**src/include/axi2apb_defs.svh**
```systemverilog
/* Width and depth macros for the AXI4-to-APB bridge */

`ifndef AXI2APB_DEFS_SVH
`define AXI2APB_DEFS_SVH

// ------------------------------------------------------------
// Bus widths
// ------------------------------------------------------------
`define AXI2APB_ADDR_W 32   // AXI and APB address
`define AXI2APB_DATA_W 32   // Read and write data
`define AXI2APB_ID_W 16     // AXI transaction ID

// ------------------------------------------------------------
// Channel buffering
// ------------------------------------------------------------

// Entries in every AXI channel FIFO
`define AXI2APB_BUF_DEPTH 4

`endif
```
**src/logic/axi2apb_pkg.sv**
```systemverilog
/* Bridge state and AXI response types */

package axi2apb_pkg;

  // ------------------------------------------------------------
  // Transfer FSM states
  // ------------------------------------------------------------
  typedef enum logic [2:0] {
    IDLE,           // Waiting for a request at a FIFO head
    WAIT_R_PREADY,  // Read access stretched by the APB slave
    WAIT_W_PREADY,  // Write access stretched by the APB slave
    SEND_R_RESP,    // Offering read data to the R FIFO
    SEND_B_RESP     // Offering write response to the B FIFO
  } bridge_state_e;

  // ------------------------------------------------------------
  // AXI response codes, only the ones the bridge can return
  // ------------------------------------------------------------
  typedef enum logic [1:0] {
    RESP_OKAY   = 2'b00,
    RESP_SLVERR = 2'b10  // APB slave flagged PSLVERR
  } axi_resp_e;

endpackage

```
**src/logic/axi2apb_bridge.sv**
```systemverilog
/* AXI4 to APB bridge top: five channel FIFOs around the transfer FSM */

`timescale 1ns/1ps

`include "axi2apb_defs.svh"

module axi2apb_bridge (
  input  logic                       ACLK,
  input  logic                       ARESETn,
  // AXI write address
  input  logic [`AXI2APB_ID_W-1:0]   awid_i,
  input  logic [`AXI2APB_ADDR_W-1:0] awaddr_i,
  input  logic                       awvalid_i,
  output logic                       awready_o,
  // AXI write data
  input  logic [`AXI2APB_DATA_W-1:0] wdata_i,
  input  logic                       wvalid_i,
  output logic                       wready_o,
  // AXI write response
  output logic [`AXI2APB_ID_W-1:0]   bid_o,
  output axi2apb_pkg::axi_resp_e     bresp_o,
  output logic                       bvalid_o,
  input  logic                       bready_i,
  // AXI read address
  input  logic [`AXI2APB_ID_W-1:0]   arid_i,
  input  logic [`AXI2APB_ADDR_W-1:0] araddr_i,
  input  logic                       arvalid_i,
  output logic                       arready_o,
  // AXI read data
  output logic [`AXI2APB_ID_W-1:0]   rid_o,
  output logic [`AXI2APB_DATA_W-1:0] rdata_o,
  output axi2apb_pkg::axi_resp_e     rresp_o,
  output logic                       rvalid_o,
  input  logic                       rready_i,
  // APB master
  output logic                       penable_o,
  output logic                       pwrite_o,
  output logic [`AXI2APB_ADDR_W-1:0] paddr_o,
  output logic [`AXI2APB_DATA_W-1:0] pwdata_o,
  input  logic [`AXI2APB_DATA_W-1:0] prdata_i,
  input  logic                       pready_i,
  input  logic                       pslverr_i
);

  import axi2apb_pkg::*;

  localparam int A_W = `AXI2APB_ID_W + `AXI2APB_ADDR_W;      // {id, addr}
  localparam int R_W = `AXI2APB_ID_W + `AXI2APB_DATA_W + 2;  // {id, data, resp}
  localparam int B_W = `AXI2APB_ID_W + 2;                    // {id, resp}

  // ------------------------------------------------------------
  // FIFO to FSM wiring
  // ------------------------------------------------------------
  logic [A_W-1:0]             aw_word;
  logic [A_W-1:0]             ar_word;
  logic [`AXI2APB_DATA_W-1:0] w_head;
  logic                       aw_head_valid;
  logic                       w_head_valid;
  logic                       ar_head_valid;
  logic                       ar_pop;
  logic                       wr_pop;
  logic                       r_valid;
  logic                       r_ready;
  logic [`AXI2APB_ID_W-1:0]   r_id;
  logic [`AXI2APB_DATA_W-1:0] r_data;
  axi_resp_e                  r_resp;
  logic                       b_valid;
  logic                       b_ready;
  logic [`AXI2APB_ID_W-1:0]   b_id;
  axi_resp_e                  b_resp;
  logic [R_W-1:0]             r_word;
  logic [B_W-1:0]             b_word;
  logic [1:0]                 rresp_bits;
  logic [1:0]                 bresp_bits;

  // Response unpacking back into the enum ports
  assign {rid_o, rdata_o, rresp_bits} = r_word;
  assign {bid_o, bresp_bits}          = b_word;
  assign rresp_o = axi_resp_e'(rresp_bits);
  assign bresp_o = axi_resp_e'(bresp_bits);

  axi_chan_fifo #(.WIDTH(A_W)) aw_fifo (
    .ACLK(ACLK), .ARESETn(ARESETn),
    .in_valid_i(awvalid_i), .in_data_i({awid_i, awaddr_i}), .in_ready_o(awready_o),
    .out_valid_o(aw_head_valid), .out_data_o(aw_word), .out_ready_i(wr_pop)
  );

  axi_chan_fifo #(.WIDTH(`AXI2APB_DATA_W)) w_fifo (
    .ACLK(ACLK), .ARESETn(ARESETn),
    .in_valid_i(wvalid_i), .in_data_i(wdata_i), .in_ready_o(wready_o),
    .out_valid_o(w_head_valid), .out_data_o(w_head), .out_ready_i(wr_pop)
  );

  axi_chan_fifo #(.WIDTH(A_W)) ar_fifo (
    .ACLK(ACLK), .ARESETn(ARESETn),
    .in_valid_i(arvalid_i), .in_data_i({arid_i, araddr_i}), .in_ready_o(arready_o),
    .out_valid_o(ar_head_valid), .out_data_o(ar_word), .out_ready_i(ar_pop)
  );

  axi_chan_fifo #(.WIDTH(R_W)) r_fifo (
    .ACLK(ACLK), .ARESETn(ARESETn),
    .in_valid_i(r_valid), .in_data_i({r_id, r_data, r_resp}), .in_ready_o(r_ready),
    .out_valid_o(rvalid_o), .out_data_o(r_word), .out_ready_i(rready_i)
  );

  axi_chan_fifo #(.WIDTH(B_W)) b_fifo (
    .ACLK(ACLK), .ARESETn(ARESETn),
    .in_valid_i(b_valid), .in_data_i({b_id, b_resp}), .in_ready_o(b_ready),
    .out_valid_o(bvalid_o), .out_data_o(b_word), .out_ready_i(bready_i)
  );

  apb_xfer_fsm fsm0 (
    .ACLK(ACLK), .ARESETn(ARESETn),
    .ar_valid_i(ar_head_valid),
    .ar_id_i(ar_word[A_W-1 -: `AXI2APB_ID_W]),
    .ar_addr_i(ar_word[`AXI2APB_ADDR_W-1:0]),
    .ar_pop_o(ar_pop),
    .aw_valid_i(aw_head_valid),
    .aw_id_i(aw_word[A_W-1 -: `AXI2APB_ID_W]),
    .aw_addr_i(aw_word[`AXI2APB_ADDR_W-1:0]),
    .w_valid_i(w_head_valid), .w_data_i(w_head), .wr_pop_o(wr_pop),
    .r_valid_o(r_valid), .r_ready_i(r_ready),
    .r_id_o(r_id), .r_data_o(r_data), .r_resp_o(r_resp),
    .b_valid_o(b_valid), .b_ready_i(b_ready),
    .b_id_o(b_id), .b_resp_o(b_resp),
    .penable_o(penable_o), .pwrite_o(pwrite_o),
    .paddr_o(paddr_o), .pwdata_o(pwdata_o),
    .prdata_i(prdata_i), .pready_i(pready_i), .pslverr_i(pslverr_i)
  );

endmodule

```
**src/logic/apb_xfer_fsm.sv**
```systemverilog
/* Transfer FSM: one APB access per buffered AXI request,
   then a read or write response back to the output FIFOs */

`timescale 1ns/1ps

`include "axi2apb_defs.svh"

module apb_xfer_fsm (
  input  logic                       ACLK,
  input  logic                       ARESETn,
  // Read address FIFO head
  input  logic                       ar_valid_i,
  input  logic [`AXI2APB_ID_W-1:0]   ar_id_i,
  input  logic [`AXI2APB_ADDR_W-1:0] ar_addr_i,
  output logic                       ar_pop_o,
  // Write address and data FIFO heads
  input  logic                       aw_valid_i,
  input  logic [`AXI2APB_ID_W-1:0]   aw_id_i,
  input  logic [`AXI2APB_ADDR_W-1:0] aw_addr_i,
  input  logic                       w_valid_i,
  input  logic [`AXI2APB_DATA_W-1:0] w_data_i,
  output logic                       wr_pop_o,
  // Read response toward the R FIFO
  output logic                       r_valid_o,
  input  logic                       r_ready_i,
  output logic [`AXI2APB_ID_W-1:0]   r_id_o,
  output logic [`AXI2APB_DATA_W-1:0] r_data_o,
  output axi2apb_pkg::axi_resp_e     r_resp_o,
  // Write response toward the B FIFO
  output logic                       b_valid_o,
  input  logic                       b_ready_i,
  output logic [`AXI2APB_ID_W-1:0]   b_id_o,
  output axi2apb_pkg::axi_resp_e     b_resp_o,
  // APB master
  output logic                       penable_o,
  output logic                       pwrite_o,
  output logic [`AXI2APB_ADDR_W-1:0] paddr_o,
  output logic [`AXI2APB_DATA_W-1:0] pwdata_o,
  input  logic [`AXI2APB_DATA_W-1:0] prdata_i,
  input  logic                       pready_i,
  input  logic                       pslverr_i
);

  import axi2apb_pkg::*;

  bridge_state_e               state;
  bridge_state_e               state_nxt;
  logic                        rd_go;    // Read access on APB this cycle
  logic                        wr_go;    // Write access on APB this cycle
  logic [`AXI2APB_DATA_W-1:0]  rdata_q;
  logic                        err_q;

  // ------------------------------------------------------------
  // APB access, reads win over writes in IDLE
  // ------------------------------------------------------------
  assign rd_go = (state == IDLE && ar_valid_i) || state == WAIT_R_PREADY;
  assign wr_go = (state == IDLE && !ar_valid_i && aw_valid_i && w_valid_i)
                 || state == WAIT_W_PREADY;

  assign penable_o = rd_go | wr_go;  // No separate setup phase
  assign pwrite_o  = wr_go;
  assign paddr_o   = wr_go ? aw_addr_i : ar_addr_i;
  assign pwdata_o  = w_data_i;

  // ------------------------------------------------------------
  // Responses, IDs come from the heads that are still held
  // ------------------------------------------------------------
  assign r_valid_o = (state == SEND_R_RESP);
  assign r_id_o    = ar_id_i;
  assign r_data_o  = rdata_q;
  assign r_resp_o  = err_q ? RESP_SLVERR : RESP_OKAY;

  assign b_valid_o = (state == SEND_B_RESP);
  assign b_id_o    = aw_id_i;
  assign b_resp_o  = err_q ? RESP_SLVERR : RESP_OKAY;

  // Heads are freed only once the response is taken
  assign ar_pop_o = r_valid_o & r_ready_i;
  assign wr_pop_o = b_valid_o & b_ready_i;

  always_comb
  begin
    state_nxt = state;
    unique case (state)
      IDLE:
      begin
        if (rd_go)
          state_nxt = pready_i ? SEND_R_RESP : WAIT_R_PREADY;
        else if (wr_go)
          state_nxt = pready_i ? SEND_B_RESP : WAIT_W_PREADY;
      end
      WAIT_R_PREADY:
      begin
        if (pready_i)
          state_nxt = SEND_R_RESP;
      end
      WAIT_W_PREADY:
      begin
        if (pready_i)
          state_nxt = SEND_B_RESP;
      end
      SEND_R_RESP:
      begin
        if (r_ready_i)
          state_nxt = IDLE;
      end
      SEND_B_RESP:
      begin
        if (b_ready_i)
          state_nxt = IDLE;
      end
      default: state_nxt = IDLE;
    endcase
  end

  always_ff @(posedge ACLK or negedge ARESETn)
  begin
    if (!ARESETn)
      state <= IDLE;
    else
      state <= state_nxt;
  end

  // Completion capture on the pready edge
  always_ff @(posedge ACLK)
  begin
    if (penable_o && pready_i)
    begin
      err_q <= pslverr_i;
      if (!pwrite_o)
        rdata_q <= prdata_i;
    end
  end

  // ------------------------------------------------------------
  // Checks
  // ------------------------------------------------------------
  // A stretched access keeps its direction and address
  a_apb_hold: assert property (@(posedge ACLK) disable iff (!ARESETn)
    penable_o && !pready_i |=> penable_o && $stable(pwrite_o) && $stable(paddr_o));

  // A pop only ever frees heads that are still present
  a_pop_has_head: assert property (@(posedge ACLK) disable iff (!ARESETn)
    (!ar_pop_o || ar_valid_i) && (!wr_pop_o || (aw_valid_i && w_valid_i)));

endmodule

```
**src/logic/axi_chan_fifo.sv**
```systemverilog
/* Valid/ready FIFO with configurable word width, one per AXI channel */

`timescale 1ns/1ps

`include "axi2apb_defs.svh"

module axi_chan_fifo #(
  parameter int WIDTH = 32
) (
  input  logic             ACLK,
  input  logic             ARESETn,
  input  logic             in_valid_i,
  input  logic [WIDTH-1:0] in_data_i,
  output logic             in_ready_o,
  output logic             out_valid_o,
  output logic [WIDTH-1:0] out_data_o,
  input  logic             out_ready_i
);

  localparam int DEPTH = `AXI2APB_BUF_DEPTH;
  localparam int PTR_W = (DEPTH > 1) ? $clog2(DEPTH) : 1;
  localparam int CNT_W = $clog2(DEPTH + 1);

  logic [WIDTH-1:0] mem [DEPTH];
  logic [PTR_W-1:0] wr_ptr;
  logic [PTR_W-1:0] rd_ptr;
  logic [CNT_W-1:0] count;   // Occupied entries
  logic             push;
  logic             pop;

  // Wrap at DEPTH so non power of two depths work too
  function automatic logic [PTR_W-1:0] ptr_inc(input logic [PTR_W-1:0] p);
    if (p == PTR_W'(DEPTH - 1))
    begin
      return '0;
    end
    return p + PTR_W'(1);
  endfunction

  assign in_ready_o  = (count != CNT_W'(DEPTH));  // Full drops ready
  assign out_valid_o = (count != '0);
  assign out_data_o  = mem[rd_ptr];               // Head of queue
  assign push        = in_valid_i & in_ready_o;
  assign pop         = out_valid_o & out_ready_i;

  always_ff @(posedge ACLK or negedge ARESETn)
  begin
    if (!ARESETn)
    begin
      wr_ptr <= '0;
      rd_ptr <= '0;
      count  <= '0;
    end
    else
    begin
      if (push)
        wr_ptr <= ptr_inc(wr_ptr);
      if (pop)
        rd_ptr <= ptr_inc(rd_ptr);
      case ({push, pop})
        2'b10:   count <= count + CNT_W'(1);
        2'b01:   count <= count - CNT_W'(1);
        default: count <= count;  // Idle, or push and pop together
      endcase
    end
  end

  always_ff @(posedge ACLK)
  begin
    if (push)
      mem[wr_ptr] <= in_data_i;
  end

  // ------------------------------------------------------------
  // Checks
  // ------------------------------------------------------------
  // Occupancy stays within depth and matches the pointer distance
  a_count_bound: assert property (@(posedge ACLK) disable iff (!ARESETn)
    count <= CNT_W'(DEPTH) && wr_ptr == PTR_W'((int'(rd_ptr) + int'(count)) % DEPTH));

  // Head must hold while the consumer stalls
  a_head_stable: assert property (@(posedge ACLK) disable iff (!ARESETn)
    out_valid_o && !out_ready_i |=> out_valid_o && $stable(out_data_o));

endmodule

```
**config.mk**
```make
export PLATFORM = sky130hd
export DESIGN_NAME = axi2apb_bridge
export DESIGN_NICKNAME = d
export VERILOG_FILES = /design/src/logic/axi2apb_pkg.sv /design/src/logic/axi2apb_bridge.sv /design/src/logic/apb_xfer_fsm.sv /design/src/logic/axi_chan_fifo.sv
export VERILOG_INCLUDE_DIRS = /design/src /design/src/include
export SDC_FILE = /design/constraint.sdc
export NUM_CORES = 1
export LEC_CHECK = 0
export BUFFER_PORTS_ARGS = -buffer_cell sky130_fd_sc_hd__buf_2
export CAP_MARGIN = 20
export CORE_UTILIZATION = 33
export CTS_CLUSTER_DIAMETER = 30
export CTS_CLUSTER_SIZE = 24
export DETAILED_ROUTE_END_ITERATION = 12
export PLACE_DENSITY = 0.49
export SYNTH_ARGS = -nofsm -noshare
export SYNTH_HDL_FRONTEND = slang
export SYNTH_SLANG_ARGS = --single-unit
```
**constraint.sdc**
```tcl
create_clock -name ACLK -period 3.32 [get_ports ACLK]
set_clock_uncertainty 0.2 [all_clocks]
set_input_delay 0.498 -clock ACLK [delete_from_list [all_inputs] [get_ports ACLK]]
set_output_delay 0.498 -clock ACLK [all_outputs]
set_load 0.02 [all_outputs]
```
; ---- Word-level counts from Yosys, hierarchy flattened
; Memory sizes are Yosys's and may differ from the RTL's.
; Index checks and enable logic that the tools add are counted.
[totals]
reg_bits = 71
latchBits = 0
mem_bits_rw = 784
mem_bits_ro = 0
inputBits = 169
out_inout_bits = 139
word_cells = 176
memories = 5
[memory_table]
columns = memory, words, width, rd, rd_ports_with_merged_regs, wr, line_no
row1 = r_fifo.mem, 4, 50, 1, 0, 1, axi_chan_fifo.sv:24  ; logic [WIDTH-1:0] mem [DEPTH];
row2 = ar_fifo.mem, 4, 48, 1, 0, 1, axi_chan_fifo.sv:24
row3 = aw_fifo.mem, 4, 48, 1, 0, 1, axi_chan_fifo.sv:24
row4 = w_fifo.mem, 4, 32, 1, 0, 1, axi_chan_fifo.sv:24
row5 = b_fifo.mem, 4, 18, 1, 0, 1, axi_chan_fifo.sv:24
[op_classes]
addsub = 20
mul = 0
div_mod_pow = 0
n_lt_le_gt_ge = 0
eq_ne = 34
shifts = 0
n_mux = 66
bitwise = 12
reduce_logical = 21
[op_table]
columns = cell, count
row1 = $mux W2, 22
row2 = $mux W32, 1
row3 = $eq A2 B2 Y1 const B, 15
row4 = $mux W1, 30
row5 = $pmux W3 S2, 5
row6 = $mux W3, 7
row7 = $add A2 B1 Y2 const B, 10
row8 = $add A3 B1 Y3 const B, 5
row9 = $ne A3 B3 Y1 const B, 5
row10 = $pmux W3 S5, 1
row11 = $reduce_bool A3 Y1, 5
row12 = $sub A3 B1 Y3 const B, 5
row13 = $and A1 B1 Y1, 10
row14 = $eq A2 B1 Y1 const B, 5
row15 = $reduce_bool A2 Y1, 5
row16 = $ne A2 B2 Y1 const B, 4
row17 = $eq A3 B2 Y1 const B, 2
row18 = $logic_and A1 B1 Y1, 5
row19 = $reduce_and A5 Y1, 1
row20 = $eq A3 B1 Y1 const B, 1
row21 = $eq A3 B3 Y1 const B, 1
row22 = $logic_not A3 Y1, 1
row23 = $ne A3 B1 Y1 const B, 1
row24 = $logic_or A1 B1 Y1, 2
row25 = other kinds (4), 4

; ---- Longest topological paths before layout
; Gate-level depths: netlist (run 1).
[depth]
word_depth = 9
depth_mapped = 12
ltp_nobuf = 10

; ---- Modules after synthesis
; A second synthesis (run 1) with hierarchy kept.
[unflattened]
hier_cells = 1402
hier_area_um2 = 32812.7
[modules_own_cells]
columns = module, instances, cells_per_inst, area_each_um2, seq_area_each_um2
row1 = axi_chan_fifo at r_fifo, 1, 303, 7701.1, 6180.9
row2 = axi_chan_fifo at aw_fifo, 1, 292, 7383.3, 5940.7
row3 = axi_chan_fifo at ar_fifo, 1, 291, 7358.3, 5940.7
row4 = axi_chan_fifo at w_fifo, 1, 209, 5101.1, 4018.9
row5 = axi_chan_fifo at b_fifo, 1, 134, 3049.2, 2337.2
row6 = apb_xfer_fsm, 1, 173, 2219.6, 1066.0

; ---- Least setup slack after synthesis (run 1)
; No wires, ideal clock.
[synth_timing]
path_kind = register to register
from = reg fsm0.state[2]
to = mem r_fifo.mem[3][10] (netlist name) (enable)
setup_time_ns = 0.412
arrival_ns = 2.205
required_ns = 2.708
setup_slack_ns = 0.504
stages_incl_launch_ff = 4
n_path_buf = 0
synth_period_minus_slack_ns = 2.816
path_cell_list = dfrtp_1 > nand3b_1 > a21oi_1 > and2_1
[synth_between]
elab_chain_cells = 4
[synth_lines]
columns = element, line_no
row1 = from (decl), apb_xfer_fsm.sv:46  ; bridge_state_e state;
row2 = from (signal assigned), apb_xfer_fsm.sv:121  ; state <= state_nxt;
row3 = $eq A3 B2 Y1, apb_xfer_fsm.sv:68  ; assign r_valid_o = (state == SEND_R_RESP);
row4 = $and A1 B1 Y1, axi_chan_fifo.sv:43  ; assign push = in_valid_i & in_ready_o;
row5 = $mux W1, axi_chan_fifo.sv:70  ; if (push)
row6 = $mux W1 (not written as such), axi_chan_fifo.sv:71  ; mem[wr_ptr] <= in_data_i;
row7 = to (decl), axi_chan_fifo.sv:24
; No other way between the ends.

; ---- Worst setup path after layout (run 1)
[layout_timing]
from = reg aw_fifo.count[0]
to = out paddr_o[26]
[layout_between]
elab_chain_cells = 5
[layout_lines]
columns = element, line_no
row1 = from (decl), axi_chan_fifo.sv:27  ; logic [CNT_W-1:0] count;
row2 = from (signal assigned), axi_chan_fifo.sv:61  ; 2'b10: count <= count + CNT_W'(1);
row3 = from (signal assigned), axi_chan_fifo.sv:62  ; 2'b01: count <= count - CNT_W'(1);
row4 = from (signal assigned), axi_chan_fifo.sv:63  ; default: count <= count;
row5 = $reduce_bool A3 Y1, axi_chan_fifo.sv:41  ; assign out_valid_o = (count != '0);
row6 = $logic_and A1 B1 Y1 (2 in series), apb_xfer_fsm.sv:57  ; assign wr_go = (state == IDLE && !ar_valid_i && aw_valid_i && w_valid_i)
row7 = $logic_or A1 B1 Y1, apb_xfer_fsm.sv:58  ; || state == WAIT_W_PREADY;
row8 = $mux W32, apb_xfer_fsm.sv:62  ; assign paddr_o = wr_go ? aw_addr_i : ar_addr_i;
row9 = to (decl), axi2apb_bridge.sv:38  ; output logic [`AXI2APB_ADDR_W-1:0] paddr_o,
; No other way between the ends.

==> results of run 1 <==
==> synthesized netlist by cell type, drive strengths merged (2+ instances only) <==
library cell,instances
edfxtp,809
dfrtp,38
inv,35
and3,13
nor2,17
o211ai,2
xor2,10
and2,13
clkbuf,20
fa,5
a21o,2
xnor2,6
mux2,47
nor3,6
nand3,3
mux4,194
nand2,9
or3,6
o21ai,8
ha,31
mux2i,4
buf,34
==> registers in the layout, summed over array words and instances (netlist names) <==
signal,flops
w_fifo.count,3
b_fifo.wr_ptr,2
ar_fifo.rd_ptr,2
r_fifo.wr_ptr,2
fsm0.state,3
aw_fifo.wr_ptr,2
aw_fifo.mem,192
ar_fifo.mem,192
ar_fifo.wr_ptr,2
r_fifo.count,3
fsm0.err_q,1
b_fifo.count,3
w_fifo.wr_ptr,2
r_fifo.rd_ptr,2
w_fifo.rd_ptr,2
fsm0.r_data_o,32
aw_fifo.count,3
w_fifo.mem,128
b_fifo.mem,68
ar_fifo.count,3
b_fifo.rd_ptr,2
r_fifo.mem,196
aw_fifo.rd_ptr,2
==> logic make-up after synthesis <==
kind of cell,synth area share (%)
AO/OA/AOI/OAI,0.349
XOR/XNOR,0.440
adder cells (fa/ha/maj),1.53
buffers and inverters,1.36
flip-flops,79.2
multiplexers,15.8
other,0.0118
AND/OR/NAND/NOR,1.31
==> worst paths after layout <==
check	start	end	cells past startpoint
setup / recovery	aw_fifo.count[0]$_DFFE_PN0P_	paddr_o[26]	6
hold / removal	awvalid_i	aw_fifo.wr_ptr[0]$_DFFE_PN0P_	3
setup reg to reg	fsm0.state[1]$_DFFE_PN0P_	w_fifo.count[2]$_DFFE_PN0P_	10
hold reg to reg	b_fifo.count[2]$_DFFE_PN0P_	b_fifo.count[2]$_DFFE_PN0P_	1
max in group asynchronous	ARESETn	fsm0.state[0]$_DFFE_PN0P_	3
min in group asynchronous	ARESETn	w_fifo.wr_ptr[0]$_DFFE_PN0P_	2
==> routing by layer <==
layer / vias up / track usage, % / part of all wire (%)
met3: 144 / 4.84 / 5.9
li1: 6968 / - / -
met5: - / 0 / 0.13
met1: 8152 / 18.3 / 41
met4: 14 / 6.04 / 2.5
met2: 427 / 24.8 / 50
==> stage by stage <==
stage	instances	TNS, ps	instance area [um2]	setup slack, ps	hold WS [ps]
2_1_floorplan	1322	0	31900	504	2.41
3_3_place_gp	2884	0	35300	642	262
3_5_place_dp	2884	0	35300	626	270
4_1_cts	3424	-2850	43800	-120	13.3
5_1_grt	3428	-2150	43900	-86.5	44.7
6_report	3428	0	43900	24.5	87.0
==> area by class of cell <==
type,instances,area [um2],share of cell area [%]
Clock inverter,141,1670,3.79
Sequential cell,847,25300,57.5
Inverter,35,131,0.299
Tap cell,1265,1580,3.60
Clock buffer,212,4810,11.0
Antenna cell,3,7.51,0.0171
Timing Repair Buffer,539,4220,9.60
Multi-Input combinational cell,386,6240,14.2
==> worst max-delay path: stages, from the launching register on <==
cell and delay [ps]:
dfrtp_1 370, or3_4 400, a41oi_4 250, buf_6 180, buf_16 170, mux2_4 310, buf_2 170
==> where the power goes <==
| part | leakage (nW) | switching [mW] | total [mW] | internal (mW) |
|---|---|---|---|---|
| logic | 4.70 | 6.63 | 12.1 | 5.49 |
| registers | 7.83 | 0.706 | 15.0 | 14.3 |
| clock network | 3.11 | 6.04 | 18.5 | 12.4 |
==> what timing repair did <==
item / CTS / global route
endpoints found under the setup margin: 59 / 33
buffers inserted: 18 / 2
cloned: 3 / 1
hold buffers: 166 / 0
pin swaps: 3 / 3
gates resized for setup: 41 / 31
hold endpoints to repair: 576 / 0
==> key figures, run 1 <==
Status
  – Status: finished clean

Synthesis
  – Avg Cell Area, Syn: 24.1 um2
  – Register bit total from synthesis: 847
  – Cells taking the most area after synthesis: edfxtp_1, mux4_2, dfrtp_1, mux2_4, ha_1
  – Synth cell types: 40
  – Post-synth top area cell: edfxtp_1
  – EDFF count, synth: 809
  – Mapped Cells: 1321
  – Register area share after synthesis: 79.2%
  – Post-synth top flop: edfxtp_1
  – Post-Syn Area: 31900 um2
  – Yosys warning total: 0
  – Ys async rst share: 4.49%
  – Yosys top cell area share: 76.2%

Final layout
  – Commonest non-fill, non-tap cell in the layout: edfxtp_1
  – Post-route core utilization: 46.1%
  – Layout area overhead: 37.8%
  – Layout cell share with drive strength beyond 1: 44.0%
  – Fin nets: 2200
  – Fillcell total: 8079
  – Most frequent cells in the layout: edfxtp_1, buf_2, mux4_2, clkbuf_16, dlygate4sd3_1

STA
  – Final period util: 99.3%
  – Final setup vio count: 0
  – Final Hold Fails: 0
  – Unrepaired setup endpoints after global routing: yes
  – Final Max Slew Viols: 0
  – Tmin final: 3300 ps
  – Slew HR: 47.7%
  – Fmax: 303 MHz
  – Transition time of the tightest slew-check pin: 784 ps

Routing
  – Post-route ant nets: 0
  – Vias: 15700
  – Vias per inst: 4.58
  – Drt pass-1 iters: 7
  – Iter 0 DRT Violations: 937
  – WL/cell: 21.0 um
  – Number of remaining DRC errors: 0
  – Wirelength, routed: 72000 um

CTS
  – Clk buf depth: 3
  – Worst skew pair latency: 740 ps
  – Root Driver: clkbuf_16
  – CTS tree: yes
  – Reg clk slew, reported paths: 40 ps
  – CTS Buf Count: 186
  – CTS sink count: 847
  – H-tree levels: 4

Die
  – Row cnt: 113
  – Core Area: 95300 um2
  – Initial Util: 33.5%
  – Die Height: 313 um
  – Die Wd: 313 um
  – IO Pins: 308
  – Die area: 97900 um2

Min path
  – Worst min path class: in -> reg

Pwr
  – Total Power: 45.6 mW
  – Power per standard cell area: 1040 nW/um2
  – Maximum VDD drop: 0.631 mV
  – LEAKAGE: 15.6 nW

Global routing
  – First-pass GRT wire length: 109000 um
  – Vias in the first global route: 17700
  – Antenna violations before repair: 10
  – Overall routing resource usage: 15.1%
  – GRT overflow: 0
  – Pin count of the biggest net entering global routing: 40

Setup path
  – Setup crit end kind: output port
  – Setup crit start kind: flop
  – Crit-path max FO: 9
  – Crit Path Category: reg -> out
  – WP data arrival: 2600 ps
  – Crit path required time: 2620 ps
  – R2R setup slack: 680 ps

Place
  – Buffers on Ports: 305
  – Routability cong.: 0.716
  – Post-detail-place hpwl: 41300 um

Run
  – Max Cap Viol: 0
Power figures use the tool's default switching activity.
==> inputs of run 2 (changes only) <==
--- a/config.mk
+++ b/config.mk
@@ -7,12 +7,12 @@
 export NUM_CORES = 1
 export LEC_CHECK = 0
 export BUFFER_PORTS_ARGS = -buffer_cell sky130_fd_sc_hd__buf_2
-export CAP_MARGIN = 20
-export CORE_UTILIZATION = 33
-export CTS_CLUSTER_DIAMETER = 30
+export CAP_MARGIN = 25
+export CORE_UTILIZATION = 59
+export CTS_CLUSTER_DIAMETER = 100
 export CTS_CLUSTER_SIZE = 24
 export DETAILED_ROUTE_END_ITERATION = 12
-export PLACE_DENSITY = 0.49
+export PLACE_DENSITY = 0.79
 export SYNTH_ARGS = -nofsm -noshare
 export SYNTH_HDL_FRONTEND = slang
 export SYNTH_SLANG_ARGS = --single-unit
==> run 2 against run 1 <==
Count of clock-buffer cells in the layout shrank 153. Cell count shrank 26%. Maximum frequency grew 1.1%. Non-clock buffer count shrank 21. Sequential share of layout area grew 9.9 points. Global-route usage grew 7.6 points. Die area shrank 44%. Cell area shrank 15%. Utilization grew 25 points. Combinational power shrank 8%. Flip-flop and latch count is the same. Power shrank 31%.
==> key figures, run 2 (synthesis gave the netlist of run 1 again) <==
Pwr
  – Maximum VDD drop: 0.660 mV (+4.6%)
  – LEAKAGE: 12.9 nW (-18%)
  – Power per standard cell area: 844 nW/um2 (-19%)

Final layout
  – Non-filler instance count after layout: 2540 (-26%)
  – Fillcell total: 3107 (-62%)
  – Reg area: 25300 um2 (unchanged)
  – Layout cell share with drive strength beyond 1: 36.3% (-7.8 points)
  – Layout area overhead: 17.5%
  – Biggest regs: r_fifo.mem x196, ar_fifo.mem x192, aw_fifo.mem x192
  – Max reg flops: 196 (unchanged)
  – Post-route design area: 37500 um2 (-15%)
  – Biggest register: r_fifo.mem
  – Most frequent cells in the layout: edfxtp_1, buf_2, mux4_2, dlygate4sd3_1, clkbuf_16
  – Commonest non-fill, non-tap cell in the layout: edfxtp_1
  – Multi-input gate area: 6220 um2 (-0.24%)
  – Fin nets: 2034 (-7.5%)

Die
  – IO Pins: 308 (unchanged)
  – Die area: 55000 um2 (-44%)
  – Row cnt: 84 (-26%)
  – Core Area: 53000 um2 (-44%)
  – Initial Util: 60.2% (+27 points)
  – Die Height: 234 um (-25%)
  – Die Wd: 234 um (-25%)

Place
  – Placed Instances: 2300 (-20%)
  – Routability cong.: 0.767 (+7.1%)
  – Buffers on Ports: 305 (unchanged)
  – Post-detail-place hpwl: 37700 um (-8.7%)
  – Placed inst area: 34500 um2 (-2.3%)

CTS
  – CTS sink count: 847 (unchanged)
  – Reg clk slew, reported paths: 90 ps (+50 ps)
  – CTS tree: yes
  – CTS Buf Count: 41 (-78%)
  – Root Driver: clkbuf_16
  – Clk buf depth: 3 (unchanged)
  – Worst skew pair latency: 580 ps (-160 ps)
  – H-tree levels: 2 (-2)

Status
  – Status: finished clean

Routing
  – Iter 0 DRT Violations: 1061 (+13%)
  – Wirelength, routed: 62200 um (-14%)
  – Drt pass-1 iters: 5 (-2)
  – Vias: 15000 (-4.8%)
  – WL/cell: 24.5 um (+17%)
  – Vias per inst: 5.89 (+28%)
  – Number of remaining DRC errors: 0 (unchanged)
  – Post-route ant nets: 0 (unchanged)

STA
  – Transition time of the tightest slew-check pin: 820 ps (+35.5 ps)
  – Final setup vio count: 0 (unchanged)
  – Final Hold Fails: 0 (unchanged)
  – Final period util: 98.2% (-1.1 points)
  – Unrepaired setup endpoints after global routing: no
  – Fmax: 307 MHz (+1.1%)
  – Final Max Slew Viols: 0 (unchanged)
  – Slew HR: 45.4% (-2.4 points)
  – Setup_tns: 0 ps (unchanged)
  – Tmin final: 3260 ps (-35.5 ps)

Global routing
  – Pin count of the biggest net entering global routing: 52 (+30%)
  – GRT overflow: 0 (unchanged)
  – Overall routing resource usage: 22.7% (+7.6 points)
  – First-pass GRT wire length: 91500 um (-16%)
  – Antenna violations before repair: 6 (-4)
  – Vias in the first global route: 15500 (-12%)

Setup path
  – Crit-path cells: or3_4, a41oi_4, buf_12, buf_4, mux2_4, buf_2
  – Crit path required time: 2620 ps (about the same)
  – Crit-path max FO: 11 (+2)
  – WP data arrival: 2560 ps (-40 ps)
  – Crit path max-delay family: buffers and inverters
  – Buffers & Inverters on Critical Path: 3 (unchanged)
  – CP max-delay cell: dfrtp_1
  – Setup crit start kind: flop
  – Setup crit end kind: output port
  – Crit Path Category: reg -> out
  – Peak per-stage delay on the critical path: 410 ps (about the same)

Min path
  – Worst min path class: in -> reg

Run
  – Max Cap Viol: 0 (unchanged)
-- run 2: changes by cell type in the layout (fill, tap and decap cells not counted), sizes merged --
cell	delta
diode	-1
dlygate4sd3	-4
clkinvlp	-20
buf	-16
inv	-18
clkinv	-74
clkbuf	-154
bufinv	-24
-- run 2: worst paths after layout --
kind / startpoint / end / slack, ps / cells after the start
setup reg to reg: fsm0.state[0]$_DFFE_PN0P_ / w_fifo.count[2]$_DFFE_PN0P_ / 530 / 10
setup / recovery: aw_fifo.count[1]$_DFFE_PN0P_ / paddr_o[27] / 60 / 6
hold / removal: bready_i / b_fifo.rd_ptr[0]$_DFFE_PN0P_ / 80 / 3
min in group asynchronous: ARESETn / fsm0.state[0]$_DFFE_PN0P_ / 250 / 3
hold reg to reg: b_fifo.count[2]$_DFFE_PN0P_ / b_fifo.count[2]$_DFFE_PN0P_ / 300 / 1
max in group asynchronous: ARESETn / w_fifo.rd_ptr[0]$_DFFE_PN0P_ / 2450 / 3
-- run 2: metrics by stage --
step	setup WS [ps]	utilization (%)	power, mW	hold WS (ps)
floorplan	504	-	22.6	2.41
global placement	615	65.1	25.6	265
detailed placement	541	65.1	26.0	273
CTS	1.09	70.6	31.8	39.7
global route	3.92	70.7	33.0	71.5
finish	60.0	70.7	31.6	84.6
-- run 2: power breakdown --
part / total (mW) / switching (mW) / leakage, nW / internal, mW
Sequential: 15.0 / 0.843 / 7.83 / 14.2
Combinational: 11.1 / 6.16 / 4.50 / 4.89
Clock: 5.55 / 3.06 / 0.577 / 2.49
-- run 2: final cells by class --
| type | count | share of cell area, % |
|---|---|---|
| flip-flops and latches | 847 | 67.4 |
| multi-input cells | 386 | 16.6 |
| repair buffers | 518 | 10.1 |
| clock buffers | 59 | 3.03 |
| well taps | 688 | 2.30 |
| inverters | 35 | 0.351 |
| clock inverters | 5 | 0.154 |
| diodes | 2 | 0.0134 |
-- run 2: tightest hold or removal path: stages --
cell	delay, ps
buf_2	110
nand2_1	110
a21o_1	130
-- run 2: layer usage --
metal / routed length [um] / up-vias / global-route usage [%]
li1: - / 6471 / -
met1: 24000 / 7786 / 29.6
met2: 32300 / 581 / 38.9
met3: 4360 / 108 / 4.75
met4: 1510 / 6 / 6.49
met5: 39 / - / 0
-- run 2: timing repair --
action | in CTS | in global routing
setup buffers | 5 | 5
cloned | 1 | 0
pin swaps | 2 | 1
gates resized for setup | 0 | 3
setup endpoints to repair | 31 | 16
hold buffers | 162 | 0
hold endpoints to repair | 583 | 0
